--- config.mk ---
export PLATFORM = sky130hd
export DESIGN_NAME = pkt_fifo
export DESIGN_NICKNAME = d
export VERILOG_FILES = /design/src/rtl/xbar_pkg.sv /design/src/rtl/pkt_fifo.sv
export VERILOG_INCLUDE_DIRS = /design/src /design/src/rtl
export SDC_FILE = /design/constraint.sdc
export NUM_CORES = 2
export LEC_CHECK = 0
export BUFFER_PORTS_ARGS = -buffer_cell sky130_fd_sc_hd__buf_2
export CORE_MARGIN = 2
export CORE_UTILIZATION = 25
export DETAILED_ROUTE_END_ITERATION = 6
export RECOVER_POWER = 50
export SYNTH_ARGS = -nofsm -noshare
export SYNTH_HDL_FRONTEND = slang
export SYNTH_SLANG_ARGS = --single-unit
--- constraint.sdc ---
create_clock -name clk -period 4.3 [get_ports clk]
set_clock_uncertainty 0.2 [all_clocks]
set_input_delay 0.215 -clock clk [delete_from_list [all_inputs] [get_ports clk]]
set_output_delay 0.215 -clock clk [all_outputs]
set_load 0.01 [all_outputs]
--- src/rtl/xbar_consts.svh ---
//////////////////////////////////////////////////////////////////////
// Crossbar sizing and setting-bus layout constants
//////////////////////////////////////////////////////////////////////
`ifndef XBAR_CONSTS_SVH
`define XBAR_CONSTS_SVH

// Port counts and the index widths that go with them
`define XBAR_NUM_INPUTS  2
`define XBAR_NUM_OUTPUTS 4
`define XBAR_PORT_W      2
`define XBAR_IN_W        1

// Stream beat payload width
`define XBAR_DATA_W      64

// Beats held per input FIFO
`define XBAR_FIFO_DEPTH  32

// Setting addresses owned by each CAM (256 network + 256 host entries)
`define XBAR_CAM_SPAN    512

`endif

--- src/rtl/xbar_pkg.sv ---
//////////////////////////////////////////////////////////////////////
// Shared crossbar types: stream ID, stream beat, setting-bus write
//////////////////////////////////////////////////////////////////////
`include "xbar_consts.svh"

package xbar_pkg;

   // Stream ID in the low word of a header beat
   // Source half in the upper 16 bits, destination half in the lower 16
   typedef struct packed {
      logic [7:0] src_net;
      logic [7:0] src_host;
      logic [7:0] dst_net;
      logic [7:0] dst_host;
   } sid_t;

   // One stream beat
   typedef struct packed {
      logic [`XBAR_DATA_W-1:0] data;
      // End of packet marker
      logic                    last;
   } axis_beat_t;

   // One setting-bus write, valid for the single cycle of stb
   typedef struct packed {
      logic        stb;
      // Upper 7 bits pick the CAM, bit 8 the bank, bits 7:0 the entry
      logic [15:0] addr;
      logic [31:0] data;
   } set_bus_t;

endpackage

--- src/rtl/pkt_fifo.sv ---
//////////////////////////////////////////////////////////////////////
// Input packet FIFO with a count of complete packets held
//////////////////////////////////////////////////////////////////////
`include "xbar_consts.svh"

module pkt_fifo import xbar_pkg::*; (
   input  logic       clk,
   input  logic       i_reset,
   input  logic       i_clear,
   input  logic       i_wr_stb,
   input  axis_beat_t i_wr_beat,
   input  logic       i_ready,
   output axis_beat_t o_beat,
   output logic       o_valid,
   output logic       o_pkt_present
);

   localparam int aw = $clog2(`XBAR_FIFO_DEPTH);
   localparam logic [aw:0] depth_c = (aw+1)'(`XBAR_FIFO_DEPTH);

   // Beat storage
   axis_beat_t mem [`XBAR_FIFO_DEPTH];

   logic [aw-1:0] wr_ptr;
   logic [aw-1:0] rd_ptr;
   // Beats stored, and complete packets stored
   logic [aw:0]   beat_count;
   logic [aw:0]   pkt_count;
   logic          full;
   logic          do_wr;
   logic          do_rd;
   logic          pkt_in;
   logic          pkt_out;

   assign full = (beat_count == depth_c);
   // Overflowing beats are simply lost
   assign do_wr = i_wr_stb && !full;
   assign do_rd = i_ready && o_valid;

   // A packet is complete once its last beat is in
   assign pkt_in  = do_wr && i_wr_beat.last;
   assign pkt_out = do_rd && o_beat.last;

   // Head of queue, visible the cycle after the write
   assign o_beat        = mem[rd_ptr];
   assign o_valid       = (beat_count != '0);
   assign o_pkt_present = (pkt_count != '0);

   always_ff @(posedge clk) begin
      if (do_wr) begin
         mem[wr_ptr] <= i_wr_beat;
      end
   end

   // Pointers and occupancy
   always_ff @(posedge clk) begin
      if (i_reset || i_clear) begin
         wr_ptr     <= '0;
         rd_ptr     <= '0;
         beat_count <= '0;
         pkt_count  <= '0;
      end else begin
         if (do_wr) begin
            wr_ptr <= wr_ptr + 1'b1;
         end
         if (do_rd) begin
            rd_ptr <= rd_ptr + 1'b1;
         end
         // Simultaneous push and pop leaves the count alone
         case ({do_wr, do_rd})
            2'b10:   beat_count <= beat_count + 1'b1;
            2'b01:   beat_count <= beat_count - 1'b1;
            default: beat_count <= beat_count;
         endcase
         case ({pkt_in, pkt_out})
            2'b10:   pkt_count <= pkt_count + 1'b1;
            2'b01:   pkt_count <= pkt_count - 1'b1;
            default: pkt_count <= pkt_count;
         endcase
      end
   end

endmodule

Yosys cells after proc, flatten, opt, wreduce, memory -nomap -nowiden
Memories as Yosys holds them, arrays and structs flattened. A register that Yosys moved wholly into a read port is not among the register bits.
Cells that the tools add are included.
{ "totals": {"ramBits": 2080, "out_inout_bits": 67, "in_bits": 70, "regBits": 22, "mem_count": 1} }
{ "mem_list": {"columns": ["name", "words", "width", "rd", "rd_clocked_by_memory_dff", "wr", "line", "source"], "rows": [
  ["mem", 32, 65, 1, 1, 1, "pkt_fifo.sv:22", "axis_beat_t mem [`XBAR_FIFO_DEPTH];"]
]} }
{ "op_classes": {"muxes": 6, "eq_ne": 5, "n_addsub": 6, "n_reduce_logical": 10} }
{ "op_table": {"columns": ["operator", "n"], "rows": [
  ["case mux 6 bit (2 select lines)", 2],
  ["adder 6 x 1 -> 6 bit, second input constant", 2],
  ["nonzero test 6 bit", 2],
  ["subtractor 6 x 1 -> 6 bit, second input constant", 2],
  ["adder 5 x 1 -> 5 bit, second input constant", 2],
  ["2-to-1 mux 5 bit", 2],
  ["equality test 6 bit, second input constant", 1],
  ["equality test 2 x 1 -> 1 bit, second input constant", 2],
  ["equality test 2 bit, second input constant", 2],
  ["logical AND 1 bit", 4],
  ["nonzero test 2 bit", 2],
  ["2-to-1 mux 1 bit", 2],
  ["zero test 1 bit", 1],
  ["logical OR 1 bit", 1]
]} }

Depth between registers and ports, before layout
{ "logic_depth": {"depth_word": 6, "depth_mapped": 17, "depth_no_buf": 13} }

Worst setup path after synthesis
OpenSTA, ideal clock, no wires.
{ "synth_timing": {"path_kind": "register to register", "startpoint": "register beat_count[0]", "endpoint": "memory mem[28][0] in the netlist's numbering (enable)", "path_stages_with_launch": 6, "setup_time_ps": 489, "t_required_ps": 3611, "arrival_time_ps": 3881, "synth_period_minus_slack_ps": 4569, "setup_slack_ps": -269, "path_cell_list": "dfxtp_1 -> or4_1 -> o31a_1 -> clkbuf_1 -> nand2_1 -> nor2_1"} }
{ "synth_via": {"elab_chain_cells": 5} }
{ "synth_rtl": {"columns": ["item", "line", "source"], "rows": [
  ["start, declared", "pkt_fifo.sv:27", "logic [aw:0] beat_count;"],
  ["start signal, assigned", "pkt_fifo.sv:71", "2'b10: beat_count <= beat_count + 1'b1;"],
  ["start signal, assigned", "pkt_fifo.sv:72", "2'b01: beat_count <= beat_count - 1'b1;"],
  ["start signal, assigned", "pkt_fifo.sv:73", "default: beat_count <= beat_count;"],
  ["equality test 6 bit", "pkt_fifo.sv:35", "assign full = (beat_count == depth_c);"],
  ["zero test 1 bit", "pkt_fifo.sv:37", "assign do_wr = i_wr_stb && !full;"],
  ["logical AND 1 bit", "pkt_fifo.sv:37", null],
  ["2-to-1 mux 1 bit", "pkt_fifo.sv:50", "if (do_wr) begin"],
  ["2-to-1 mux 1 bit (not written as such)", "pkt_fifo.sv:51", "mem[wr_ptr] <= i_wr_beat;"],
  ["end, declared", "pkt_fifo.sv:22", null]
]} }
Every way passes these cells.

Worst setup path in the final report
{ "layout_timing": {"startpoint": "register beat_count[4]", "endpoint": "memory mem[0][14] in the netlist's numbering (enable)"} }
Same word-level chain as after synthesis.

==> qor.log <==
INFO  cells_and_area postLayoutCellArea=0.0942mm^2
INFO  yosys          synth_commonest_cells=2080 x sky130_fd_sc_hd__edfxtp_1, 574 x sky130_fd_sc_hd__mux4_2, 95 x sky130_fd_sc_hd__mux2i_1, 80 x sky130_fd_sc_hd__mux2_2, 68 x sky130_fd_sc_hd__clkbuf_1
INFO  worst_hold_path class_of_the_worst_hold_path=register to register
INFO  yosys          yosys.cell_count.top_type=sky130_fd_sc_hd__edfxtp_1
INFO  clock_tree     clockBufferDepth=4
INFO  detailed_routing drt_first_iter_violations=4136
INFO  global_routing global_route.overflow_total=0
INFO  timing         total_setup_violations_reported_at_the_end_of_the_flow=0
INFO  clock_tree     numCtsBuffers=201
INFO  floorplan      core=0.321mm^2
INFO  clock_tree     clk_latency=0.84ns
INFO  clock_tree     tritoncts_num_sinks=2107
INFO  detailed_routing num_vias=37.3k
INFO  yosys          ys_ff_latch=2107
INFO  global_routing grt_start_max_net_pins=134
INFO  floorplan      boundaryPins=137
INFO  yosys          async_flop_share=0%
INFO  global_routing grt_antenna_before_repair=26
INFO  worst_setup_path worst_ep_arrival_time=4.15ns
INFO  cells_and_area final_core_utilization=29.4%
INFO  floorplan      die_area=0.326mm^2
INFO  floorplan      start_util=25.1%
INFO  yosys          synth_cells=3316
INFO  timing         final-max-slew-violation-count=0
INFO  worst_setup_path crit_path_max_fanout=25
INFO  detailed_routing dr.pass1.iters=7
INFO  timing         grt_setup_unrepaired=no
INFO  cells_and_area fin_cells=8113
INFO  timing         max_freq=243MHz
INFO  floorplan      dieWidth=571um
INFO  worst_setup_path sort_of_element_at_the_start_of_the_critical_path=register
INFO  power          finalPower=41.1mW
INFO  yosys          netlist.area_leader.share=77.6%
INFO  global_routing global_route.usage.total=12.3%
INFO  place          gp_congestion=0.722
INFO  cells_and_area area_used_by_multi_input_combinational_logic=0.0168mm^2
INFO  yosys          postSynthAreaPerCell=24.3um^2
INFO  yosys          ys_types=47
INFO  worst_setup_path worst-r2r-cell-count=6
INFO  detailed_routing vias_per_cell=4.60
INFO  timing         final_tns_setup=0ns
INFO  run_status     result_of_the_run=complete, no violations
INFO  power          leakagePower=27.3nW
INFO  clock_tree     cts_max_level=4
INFO  yosys          synth.yosys.warnings=0
INFO  timing         max_slew.worst_pin.slew=1.42ns
INFO  worst_setup_path critPathCaptureType=register
INFO  cells_and_area area_growth=17.2%
INFO  global_routing grt_pass1_wl=289000um
INFO  detailed_routing routedWlPerCell=25.3um
INFO  place          dpl.cell_count=7684
INFO  floorplan      die_y=571um
INFO  timing         relative_slew_margins=5.37%
INFO  cells_and_area fillers=31.0k
INFO  worst_setup_path path_class=register to register
INFO  clock_tree     ctsRootBufferMaster=sky130_fd_sc_hd__clkbuf_16
INFO  cells_and_area final_net_count=3741
INFO  yosys          synth-edff-count=2080
INFO  worst_setup_path critPathRequiredTime=4.34ns
INFO  place          hpwlAfterDp=105000um
INFO  yosys          synth_fp_nets=3403
INFO  yosys          synth_top_area_cell=sky130_fd_sc_hd__edfxtp_1
INFO  floorplan      rows=208
INFO  timing         post-route-min-period=4.12ns
INFO  yosys          synth_top_flop_cell=sky130_fd_sc_hd__edfxtp_1
INFO  detailed_routing route.detailed.drc=0
INFO  timing         finalHoldViolations=0
INFO  global_routing first_global_vias=38.1k
INFO  worst_hold_path holdPathStages=2
INFO  worst_setup_path ff2ff_setup_slack=0.18ns
INFO  yosys          synth_seq_area_share=78.3%
INFO  power          vdd_drop_max=283uV
INFO  place          detailed_place.area=0.0874mm^2
INFO  clock_tree     cts_tree=yes
INFO  detailed_routing ant_nets=0
INFO  yosys          synth.top_cells.by_area=sky130_fd_sc_hd__edfxtp_1 78%, sky130_fd_sc_hd__mux4_2 16%, sky130_fd_sc_hd__mux2i_1 1.2%, sky130_fd_sc_hd__mux2_2 1.1%, sky130_fd_sc_hd__dfxtp_1 0.67%
INFO  power          power_density=436mW/mm^2
INFO  timing         tcrit_tclk_final=95.8%
INFO  run            max-cap-violations=0
INFO  cells_and_area layout-drive-gt1-share=29.7%
INFO  yosys          synth_area=0.0804mm^2
INFO  place          port_buffers=136
INFO  cells_and_area seqCellArea=0.0630mm^2
INFO  clock_tree     clkTransAtPathRegs=0.06ns
INFO  detailed_routing drt_wl_total=205000um
[area by class of cell]
class                   count  area share (%)
flip-flops and latches   2107            66.9
inverters                  11          0.0438
multi-input cells        1022            17.8
repair buffers            311            2.90
clock inverters           115            1.12
clock buffers             238            5.51
well taps                4305            5.72
diodes                      4          0.0106
[metal layers]
layer / up-vias / share of wire, % / GRT usage, %
met2: 1358 / 48 / 19.8
li1: 15003 / - / -
met5: - / 0.017 / 0
met4: 6 / 1.9 / 2.52
met3: 299 / 6.6 / 2.21
met1: 20632 / 44 / 17.4
[critical path, stage by stage, from the launching register on]
cell,delay (ns)
sky130_fd_sc_hd__dfxtp_1,0.33
sky130_fd_sc_hd__or4_1,0.55
sky130_fd_sc_hd__o31a_1,0.52
sky130_fd_sc_hd__nand2_1,0.16
sky130_fd_sc_hd__clkbuf_1,0.71
sky130_fd_sc_hd__nor2_1,0.24
sky130_fd_sc_hd__clkbuf_2,0.83
[power by group]
group	switching (mW)	leakage (nW)	total (mW)	internal, mW
sequential	0.0211	19.0	22.7	22.6
clock	7.52	3.06	17.2	9.72
combinational	0.740	5.29	1.21	0.467
total	8.28	27.3	41.1	32.8
[stage by stage]
stage / hold slack, ns / setup slack, ns
finish: 0.295 / 0.181
global route: 0.323 / 0.00406
CTS: 0.133 / 0.0581
detailed placement: 0.283 / 0.376
global placement: 0.279 / 0.490
floorplan: 0.114 / -0.269
[flip-flops by register name (all words and copies together), names as in the netlist, named ones only]
name / count
beat_count: 6
mem: 2080
pkt_count: 6
rd_ptr: 5
wr_ptr: 5
[path summary, 6_finish.rpt]
path / to / start
max reg2reg: mem[0][14] / beat_count[4]
max: mem[0][14] / beat_count[4]
min: pkt_count[2] / pkt_count[2]
min reg2reg: pkt_count[2] / pkt_count[2]
[what timing repair did]
| item | CTS | global route |
|---|---|---|
| hold buffers | 71 | 0 |
| hold endpoints to repair | 2105 | 0 |
| setup endpoints to repair | 20 | 3 |
| gates resized for setup | 2 | 1 |
| pin swaps | 0 | 0 |
| buffers inserted | 1 | 0 |
[cell usage in the layout, fill, tap and decap left out, types with 9 or more instances in the layout]
cell and n:
sky130_fd_sc_hd__clkbuf_16 202, sky130_fd_sc_hd__a22oi_1 14, sky130_fd_sc_hd__inv_1 11, sky130_fd_sc_hd__mux2i_1 95, sky130_fd_sc_hd__dfxtp_1 22, sky130_fd_sc_hd__bufinv_16 19, sky130_fd_sc_hd__clkinv_1 55, sky130_fd_sc_hd__a221o_1 27
sky130_fd_sc_hd__buf_12 50, sky130_fd_sc_hd__clkinv_2 30, sky130_fd_sc_hd__mux4_2 574, sky130_fd_sc_hd__nand3_1 10, sky130_fd_sc_hd__o22ai_1 27, sky130_fd_sc_hd__mux2_2 80, sky130_fd_sc_hd__clkbuf_1 103, sky130_fd_sc_hd__buf_2 70
sky130_fd_sc_hd__a21oi_1 9, sky130_fd_sc_hd__nor2_4 28, sky130_fd_sc_hd__nand2_1 26, sky130_fd_sc_hd__o21a_1 14, sky130_fd_sc_hd__ha_1 15, sky130_fd_sc_hd__edfxtp_1 2080, sky130_fd_sc_hd__buf_4 45, sky130_fd_sc_hd__nor2_1 29
sky130_fd_sc_hd__dlygate4sd3_1 71
[logic make-up (layout without fill, tap and decap cells)]
kind of cell               Yosys count  after routing  share of synthesized area (%)
other                                0              4                              0
DFF                               2107           2107                           78.3
AOI/OAI and AO/OA                  110            110                           1.04
and+or+nand+nor                    134            134                          0.792
buffers and inverters              187            675                           1.07
adders and majority gates           17             17                          0.283
muxes                              749            749                           18.4
xor gates and xnor gates            12             12                          0.131
Note: power is estimated with default switching activity, not from simulation.
