===== src/rtl/xbar_consts.svh =====
//////////////////////////////////////////////////////////////////////
// Crossbar sizing and setting-bus layout constants
//////////////////////////////////////////////////////////////////////
`ifndef XBAR_CONSTS_SVH
`define XBAR_CONSTS_SVH

// Port counts and the index widths that go with them
`define XBAR_NUM_INPUTS  2
`define XBAR_NUM_OUTPUTS 4
`define XBAR_PORT_W      2
`define XBAR_IN_W        1

// Stream beat payload width
`define XBAR_DATA_W      64

// Beats held per input FIFO
`define XBAR_FIFO_DEPTH  32

// Setting addresses owned by each CAM (256 network + 256 host entries)
`define XBAR_CAM_SPAN    512

`endif


===== src/rtl/xbar_pkg.sv =====
//////////////////////////////////////////////////////////////////////
// Shared crossbar types: stream ID, stream beat, setting-bus write
//////////////////////////////////////////////////////////////////////
`include "xbar_consts.svh"

package xbar_pkg;

   // Stream ID in the low word of a header beat
   // Source half in the upper 16 bits, destination half in the lower 16
   typedef struct packed {
      logic [7:0] src_net;
      logic [7:0] src_host;
      logic [7:0] dst_net;
      logic [7:0] dst_host;
   } sid_t;

   // One stream beat
   typedef struct packed {
      logic [`XBAR_DATA_W-1:0] data;
      // End of packet marker
      logic                    last;
   } axis_beat_t;

   // One setting-bus write, valid for the single cycle of stb
   typedef struct packed {
      logic        stb;
      // Upper 7 bits pick the CAM, bit 8 the bank, bits 7:0 the entry
      logic [15:0] addr;
      logic [31:0] data;
   } set_bus_t;

endpackage


===== src/rtl/fwd_cam.sv =====
//////////////////////////////////////////////////////////////////////
// Forwarding CAM: SID monitor, 512-entry output table,
// request/acknowledge FSM and per-output packet counters
//////////////////////////////////////////////////////////////////////
`include "xbar_consts.svh"

module fwd_cam import xbar_pkg::*; #(
   parameter int BASE = 0
) (
   input  logic                         clk,
   input  logic                         i_reset,
   input  logic                         i_clear,
   // Head of the input FIFO, as seen by the arbiters
   input  axis_beat_t                   i_beat,
   input  logic                         i_valid,
   input  logic                         i_ready,
   input  logic                         i_pkt_present,
   input  logic [7:0]                   i_local_addr,
   input  set_bus_t                     i_set,
   input  logic [`XBAR_NUM_OUTPUTS-1:0] i_fwd_ack,
   input  logic [`XBAR_PORT_W-1:0]      i_rb_port,
   output logic [`XBAR_NUM_OUTPUTS-1:0] o_fwd_req,
   output logic [31:0]                  o_rb_count
);

   // Setting-bus page that selects this CAM
   localparam logic [6:0] base_page = 7'(BASE / `XBAR_CAM_SPAN);

   typedef enum logic {
      mon_sof,
      mon_eof
   } mon_state_t;

   typedef enum logic [1:0] {
      st_idle,
      st_forward,
      st_wait
   } req_state_t;

   mon_state_t mon_state;
   req_state_t req_state;

   sid_t       hdr_sid;
   sid_t       dst;
   logic       dst_valid;
   logic       dst_valid_reg;
   logic       local_dst;
   logic [8:0] read_addr;
   logic [8:0] read_addr_reg;
   logic [`XBAR_PORT_W-1:0] read_data;
   logic       tbl_wr;

   // Output index per entry, network bank low and host bank high
   logic [`XBAR_PORT_W-1:0] tbl [`XBAR_CAM_SPAN];
   logic [31:0] pkt_stat [`XBAR_NUM_OUTPUTS];

   assign hdr_sid = sid_t'(i_beat.data[31:0]);

   // SOF/EOF tracking on beats leaving the FIFO
   always_ff @(posedge clk) begin
      if (i_reset || i_clear) begin
         mon_state <= mon_sof;
      end else begin
         case (mon_state)
            // Header pops, payload follows
            mon_sof: if (i_valid && i_ready) mon_state <= mon_eof;
            mon_eof: if (i_valid && i_ready && i_beat.last) mon_state <= mon_sof;
            default: mon_state <= mon_sof;
         endcase
      end
   end

   // Capture the header SID once the whole packet is stored
   always_ff @(posedge clk) begin
      if (i_reset || i_clear) begin
         dst_valid     <= 1'b0;
         dst_valid_reg <= 1'b0;
      end else begin
         dst_valid     <= i_valid && i_pkt_present && (mon_state == mon_sof);
         dst_valid_reg <= dst_valid;
      end
   end

   // SID is payload, held steady until the header pops
   always_ff @(posedge clk) begin
      if (i_valid && i_pkt_present && (mon_state == mon_sof)) begin
         dst <= hdr_sid;
      end
   end

   // Our network byte picks the host bank, else the network bank
   assign local_dst = (dst.dst_net == i_local_addr) && dst_valid;
   assign read_addr = {local_dst, (local_dst ? dst.dst_host : dst.dst_net)};

   assign tbl_wr = i_set.stb && (i_set.addr[15:9] == base_page);

   // Host entry h defaults to output h[7:4]
   initial begin
      for (int p = 0; p < `XBAR_NUM_OUTPUTS; p++) begin
         for (int b = 0; b < 16; b++) begin
            tbl[256 + p*16 + b] = `XBAR_PORT_W'(p);
         end
      end
   end

   // Registered address, table read in the following cycle
   always_ff @(posedge clk) begin
      read_addr_reg <= read_addr;
      if (tbl_wr) begin
         tbl[i_set.addr[8:0]] <= i_set.data[`XBAR_PORT_W-1:0];
      end
   end

   assign read_data = tbl[read_addr_reg];

   // Request one output, drop it on ack, then wait for ack release
   always_ff @(posedge clk) begin
      if (i_reset || i_clear) begin
         o_fwd_req <= '0;
         req_state <= st_idle;
      end else begin
         case (req_state)
            st_idle: begin
               if (dst_valid_reg) begin
                  o_fwd_req <= `XBAR_NUM_OUTPUTS'(1) << read_data;
                  req_state <= st_forward;
               end
            end
            st_forward: begin
               if ((o_fwd_req & i_fwd_ack) != '0) begin
                  o_fwd_req <= '0;
                  req_state <= st_wait;
               end
            end
            st_wait: begin
               // Ack stays up until the last beat is gone
               if (i_fwd_ack == '0) req_state <= st_idle;
            end
            default: req_state <= st_idle;
         endcase
      end
   end

   // One count per accepted request
   always_ff @(posedge clk) begin
      for (int m = 0; m < `XBAR_NUM_OUTPUTS; m++) begin
         if (i_reset || i_clear) begin
            pkt_stat[m] <= '0;
         end else if (o_fwd_req[m] && i_fwd_ack[m]) begin
            pkt_stat[m] <= pkt_stat[m] + 1'b1;
         end
      end
   end

   assign o_rb_count = pkt_stat[i_rb_port];

endmodule


===== config.mk =====
export PLATFORM = sky130hd
export DESIGN_NAME = fwd_cam
export DESIGN_NICKNAME = d
export VERILOG_FILES = /design/src/rtl/xbar_pkg.sv /design/src/rtl/fwd_cam.sv
export VERILOG_INCLUDE_DIRS = /design/src /design/src/rtl
export SDC_FILE = /design/constraint.sdc
export NUM_CORES = 1
export LEC_CHECK = 0
export BUFFER_PORTS_ARGS = -buffer_cell sky130_fd_sc_hd__buf_4
export CAP_MARGIN = 20
export CORE_MARGIN = 4
export CORE_UTILIZATION = 52
export DETAILED_ROUTE_END_ITERATION = 16
export GPL_TIMING_DRIVEN = 1
export PLACE_DENSITY_LB_ADDON = 0.25
export SYNTH_ARGS = -nofsm -noshare
export SYNTH_HDL_FRONTEND = slang
export SYNTH_SLANG_ARGS = --single-unit
export TNS_END_PERCENT = 100

===== constraint.sdc =====
create_clock -name clk -period 3.1 [get_ports clk]
set_input_delay 0.62 -clock clk [delete_from_list [all_inputs] [get_ports clk]]
set_output_delay 0.62 -clock clk [all_outputs]
set_load 0.05 [all_outputs]

* Yosys cells after proc, flatten, opt, wreduce, memory -nomap -nowiden *
Memory sizes are Yosys's and may differ from the RTL's. A register that Yosys moved wholly into a read port is not among the register bits.
Cells that the tools add are included.

storage, ports and cells
  output and inout bits = 36
  memories = 2
  bits in writable memories = 1152
  register bits after elaboration = 25
  word-level logic and storage cells = 75

cells by class
  equality and inequality tests = 6
  reduce and logical (&&, ||, !) cells = 18
  bitwise gates (word level) = 6
  $add $sub $neg = 4
  shift-type cells = 1
  mux-type cells = 31

memories
  memory    depth  bits a word  rd ports  clocked after Yosys merged registers in  write ports  RTL line       source
  tbl       512    2            1         1                                        1            fwd_cam.sv:54  logic [`XBAR_PORT_W-1:0] tbl [`XBAR_CAM_SPAN];
  pkt_stat  4      32           5         0                                        4            fwd_cam.sv:55  logic [31:0] pkt_stat [`XBAR_NUM_OUTPUTS];

operators by type and width
  operator                                         number
  adder 32 x 1 -> 32 bit, second input constant    4
  2-to-1 mux 32 bit                                4
  2-to-1 mux 1 bit                                 18
  logical AND 1 bit                                10
  == test 8 bit                                    1
  2-to-1 mux 4 bit                                 2
  2-to-1 mux 8 bit                                 1
  case mux 4 bit (2 select lines)                  1
  logical NOT 7 bit                                1
  2-to-1 mux 2 bit                                 3
  inequality test 2 bit, second input constant     3
  case mux 2 bit (3 select lines)                  1
  AND reduction 3 bit                              2
  bitwise AND 4 bit                                1
  logical NOT 4 bit                                1
  bitwise OR 1 bit                                 4
  nonzero test 4 bit                               1
  << shifter 1 x 2 -> 4 bit, first input constant  1
  == test 2 x 1 -> 1 bit, second input constant    1
  == test 2 bit, second input constant             1
  logical NOT 2 bit                                1
  case mux 1 bit (2 select lines)                  1
  nonzero test 2 bit                               1
  logical OR 1 bit                                 1
  inverter 1 bit                                   1

* Longest topological paths before layout *
  depth after elaboration = 5
  mapped depth = 13
  depth with buffers taken out = 9

* Least setup slack after synthesis *
Ideal clock, no wire load.

  path type = in2out
  start point = input port i_rb_port[0]
  end point = output port o_rb_count[10]
  arrival = 2.192 ns
  data required time = 2.480 ns
  stages on the path = 4
  setup slack = 0.288 ns
  cell sequence = clkbuf_1 -> clkbuf_1 -> clkbuf_1 -> mux4_2

on the way
  word-level cells in the longest chain between the ends = 1

ends and longest elaborated chain
  element              RTL line       source
  start, declared      fwd_cam.sv:21  input logic [`XBAR_PORT_W-1:0] i_rb_port,
  memory (4 x 32 bit)  -
  end, declared        fwd_cam.sv:23  output logic [31:0] o_rb_count

No other way between the ends.

==> results.toml <==
[detailed_routing]
drt_first_iter_violations = 3758
wl_per_cell_um = 27.5
ant_nets = 0
routed_wl_mm = 133
num_vias = 30200
first_pass_iters = 8
viasPerCell = 6.26
remaining_drc_errors = 0

[final_layout]
layout.cell_area.non_filler_sq_um = 58700
final_common_cell = "sky130_fd_sc_hd__edfxtp_1"
fin_cells = 4829
nFillCells = 6988
final_layout_net_count = 3590
largest_register_ff_count = 1024
mostFrequentLayoutCells = "sky130_fd_sc_hd__edfxtp_1 (1168), sky130_fd_sc_hd__nor2_1 (672), sky130_fd_sc_hd__buf_4 (294), sky130_fd_sc_hd__mux4_2 (242), sky130_fd_sc_hd__nand2_1 (146)"
flow.area_growth_from_synthesis_pct = 15.9
drive_gt1_share_pct = 23.6

[grt]
grt_first_pass_wirelength_mm = 197
grt_usage_pct = 25.6
globalRouteOverflowTotal = 0
grt_antenna_before_repair = 3
grt_start_max_net_pins = 122
grt_pass1_vias = 30700

[cts]
cts_buffers = 115
holdBufCountCts = 0
ctsHtreeMaxLevel = 3
clock_path_buffers = 3
clk_latency_ps = 710
cell_at_the_root_of_the_clock_tree = "sky130_fd_sc_hd__clkbuf_16"
clock_tree_from_tritoncts = "yes"
cts.clk_slew.worst_paths_ps = 60
cts_sinks = 1186

[critical_path]
crit_fanout = 10
cp.buffers_inverters = 3
arrival_ps = 3670
critical-path-max-stage-delay_ps = 780
worst_setup_path_type = "reg -> reg"
crit_chain = "buf_4, nand2b_1, a31oi_1, nor3_2, buf_4, nor4_4, a22oi_2, buf_6, o31ai_1"
critical_path_required_ps = 3700
crit_path_capture_type = "register"
critical-path-slowest-cell = "sky130_fd_sc_hd__dfxtp_1"
setup.worst_path.start_class = "register"
cpLargestDelayFamily = "flip-flops"
cp_common_cell = "sky130_fd_sc_hd__buf_4"

[power]
p_per_area_nw_per_um2 = 584
totalPowerFinal_w = 0.0342
worst_ir_drop_vdd_mv = 0.420
static-leakage-power_nw = 18.8

[synth]
yosys_warnings = 0
syn_area_per_cell_sq_um = 15.8
post_synth_main_area_contributors = "sky130_fd_sc_hd__edfxtp_1 (69%), sky130_fd_sc_hd__mux4_2 (11%), sky130_fd_sc_hd__nor2_1 (5.0%), sky130_fd_sc_hd__mux2i_1 (2.2%), sky130_fd_sc_hd__xor2_1 (1.3%)"
synth_largest_area_cell = "sky130_fd_sc_hd__edfxtp_1"
synth-seq-cells = 1186
async_flop_share_pct = 0
synthCells = 3197
synth.lib_cells_used.distinct = 68
number_of_enable_flip_flop_cells_after_synthesis = 1168
netlist.area_leader.share_pct = 69.3
synthesis.area_sq_um = 50600
yosysSeqAreaShare_pct = 70.0
mappedNetlistNets = 3335
synth_top_flop_cell = "sky130_fd_sc_hd__edfxtp_1"

[flow_run]
cap_viol_max_count = 0

[hold_path]
min-delay-path-class = "in -> reg"

[outcome]
run_status = "finished clean"

[placed_design]
globalplace.congestion = 0.865
postPlaceCellArea_sq_um = 54100
dp_hpwl_mm = 82.9
port_buffers = 91
dp_cells = 4587

[sta]
report.final.setup_viol = 0
min_period_ps = 3070
rsz0062_at_grt = "yes"
fmaxAchievable_mhz = 326
finClkSkew_ps = 20.4
final_min_period_over_clock_period_pct = 99.0
max_slew_margin_pct = 47.6
number_of_slew_limit_violations_in_the_final_report = 0
timing.final.hold_violations = 0
tightest_slew_ps = 786
fin_hold_ws_ps = 84.6

[die]
die_w_um = 320
floorplan.io_pins = 170
floorplan.initialDensity_pct = 52.4
placement_rows = 114
dieArea_sq_um = 102000
chipHeight_um = 320
core_area_sq_um = 96600
==> what timing repair did <==
| item | 4_1_cts | 5_1_grt |
|---|---|---|
| resized for setup | 20 | 43 |
| cloned | 0 | 5 |
| pin swaps | 3 | 18 |
| endpoints found under the setup margin | 4 | 4 |
| setup buffers | 4 | 16 |
==> worst register-to-register path, stage by stage, from the launching register on <==
cell	delay [ps]
sky130_fd_sc_hd__dfxtp_1	780
sky130_fd_sc_hd__buf_4	320
sky130_fd_sc_hd__nand2b_1	260
sky130_fd_sc_hd__a31oi_1	370
sky130_fd_sc_hd__nor3_2	120
sky130_fd_sc_hd__buf_4	170
sky130_fd_sc_hd__nor4_4	370
sky130_fd_sc_hd__a22oi_2	150
sky130_fd_sc_hd__buf_6	150
sky130_fd_sc_hd__o31ai_1	260
==> kinds of logic after synthesis <==
kind of cell | synth area share, %
multiplexers | 13.7
buffers and inverters | 2.19
flip-flops | 70.0
XOR/XNOR | 1.92
AO/OA/AOI/OAI | 2.68
AND/OR/NAND/NOR | 9.34
adder cells (fa/ha/maj) | 0.0989
==> path summary, 6_finish.rpt <==
path | startpoint | cells after the start | end | slack (ps)
setup / recovery | register | 9 | o_fwd_req[3] | 30
hold / removal | i_beat[8] | 1 | dst[7] | 80
setup reg to reg | register | 9 | o_fwd_req[3] | 30
hold reg to reg | mon_state | 1 | dst_valid | 470
==> stage by stage <==
step | setup WS [ps] | utilization, % | setup TNS, ps
detailed placement | -630 | 56.0 | -2240
finish | 30.2 | 60.7 | 0
global placement | -522 | 56.0 | -1980
CTS | 6.67 | 60.3 | 0
floorplan | 288 | - | 0
global route | -22.7 | 60.7 | -29.8
==> power breakdown <==
part           internal [W]  switching [W]  leakage [nW]
clock               0.00866        0.00601          1.94
combinational      0.000704        0.00106          5.90
sequential           0.0177       0.000116          10.9
==> cell usage after synthesis, types with 10 or more instances <==
library cell and n:
sky130_fd_sc_hd__nand3_1 84, sky130_fd_sc_hd__nor2_1 673, sky130_fd_sc_hd__and4_1 12, sky130_fd_sc_hd__dfxtp_1 18, sky130_fd_sc_hd__and3_1 19, sky130_fd_sc_hd__buf_4 24, sky130_fd_sc_hd__nor2b_1 18, sky130_fd_sc_hd__a21oi_1 40
sky130_fd_sc_hd__a22oi_1 36, sky130_fd_sc_hd__nand2b_1 10, sky130_fd_sc_hd__xnor2_1 34, sky130_fd_sc_hd__inv_1 18, sky130_fd_sc_hd__mux2_2 19, sky130_fd_sc_hd__buf_2 37, sky130_fd_sc_hd__nor4_1 12, sky130_fd_sc_hd__a22o_1 13
sky130_fd_sc_hd__nand2_1 158, sky130_fd_sc_hd__a211oi_1 15, sky130_fd_sc_hd__edfxtp_1 1168, sky130_fd_sc_hd__or3_1 22, sky130_fd_sc_hd__mux2i_1 112, sky130_fd_sc_hd__nor3_1 17, sky130_fd_sc_hd__buf_6 13, sky130_fd_sc_hd__xor2_1 77
sky130_fd_sc_hd__mux4_2 240, sky130_fd_sc_hd__o21ai_0 27, sky130_fd_sc_hd__and2_1 14, sky130_fd_sc_hd__o211ai_1 10, sky130_fd_sc_hd__clkbuf_1 128, sky130_fd_sc_hd__nand4_1 27
==> per-layer routing <==
metal / wire length, um / up-vias / share of wire [%] / global-route usage (%)
met4: 3220 / 2 / 2.4 / 7.19
met1: 51700 / 15700 / 39 / 35.5
met5: 13 / - / 0.0098 / 0
met2: 64300 / 1560 / 48 / 41.5
met3: 13400 / 205 / 10 / 5.57
li1: - / 12800 / - / -
==> final cells by class <==
type / instances / area, sq um / share of cell area (%)
clock buffers: 142 / 3100 / 5.29
flip-flops and latches: 1186 / 35500 / 60.4
well taps: 1276 / 1600 / 2.72
multi-input cells: 1783 / 14300 / 24.4
inverters: 19 / 71.3 / 0.122
clock inverters: 74 / 866 / 1.48
diodes: 2 / 5.00 / 0.00853
repair buffers: 347 / 3250 / 5.53
Power figures use the tool's default switching activity.
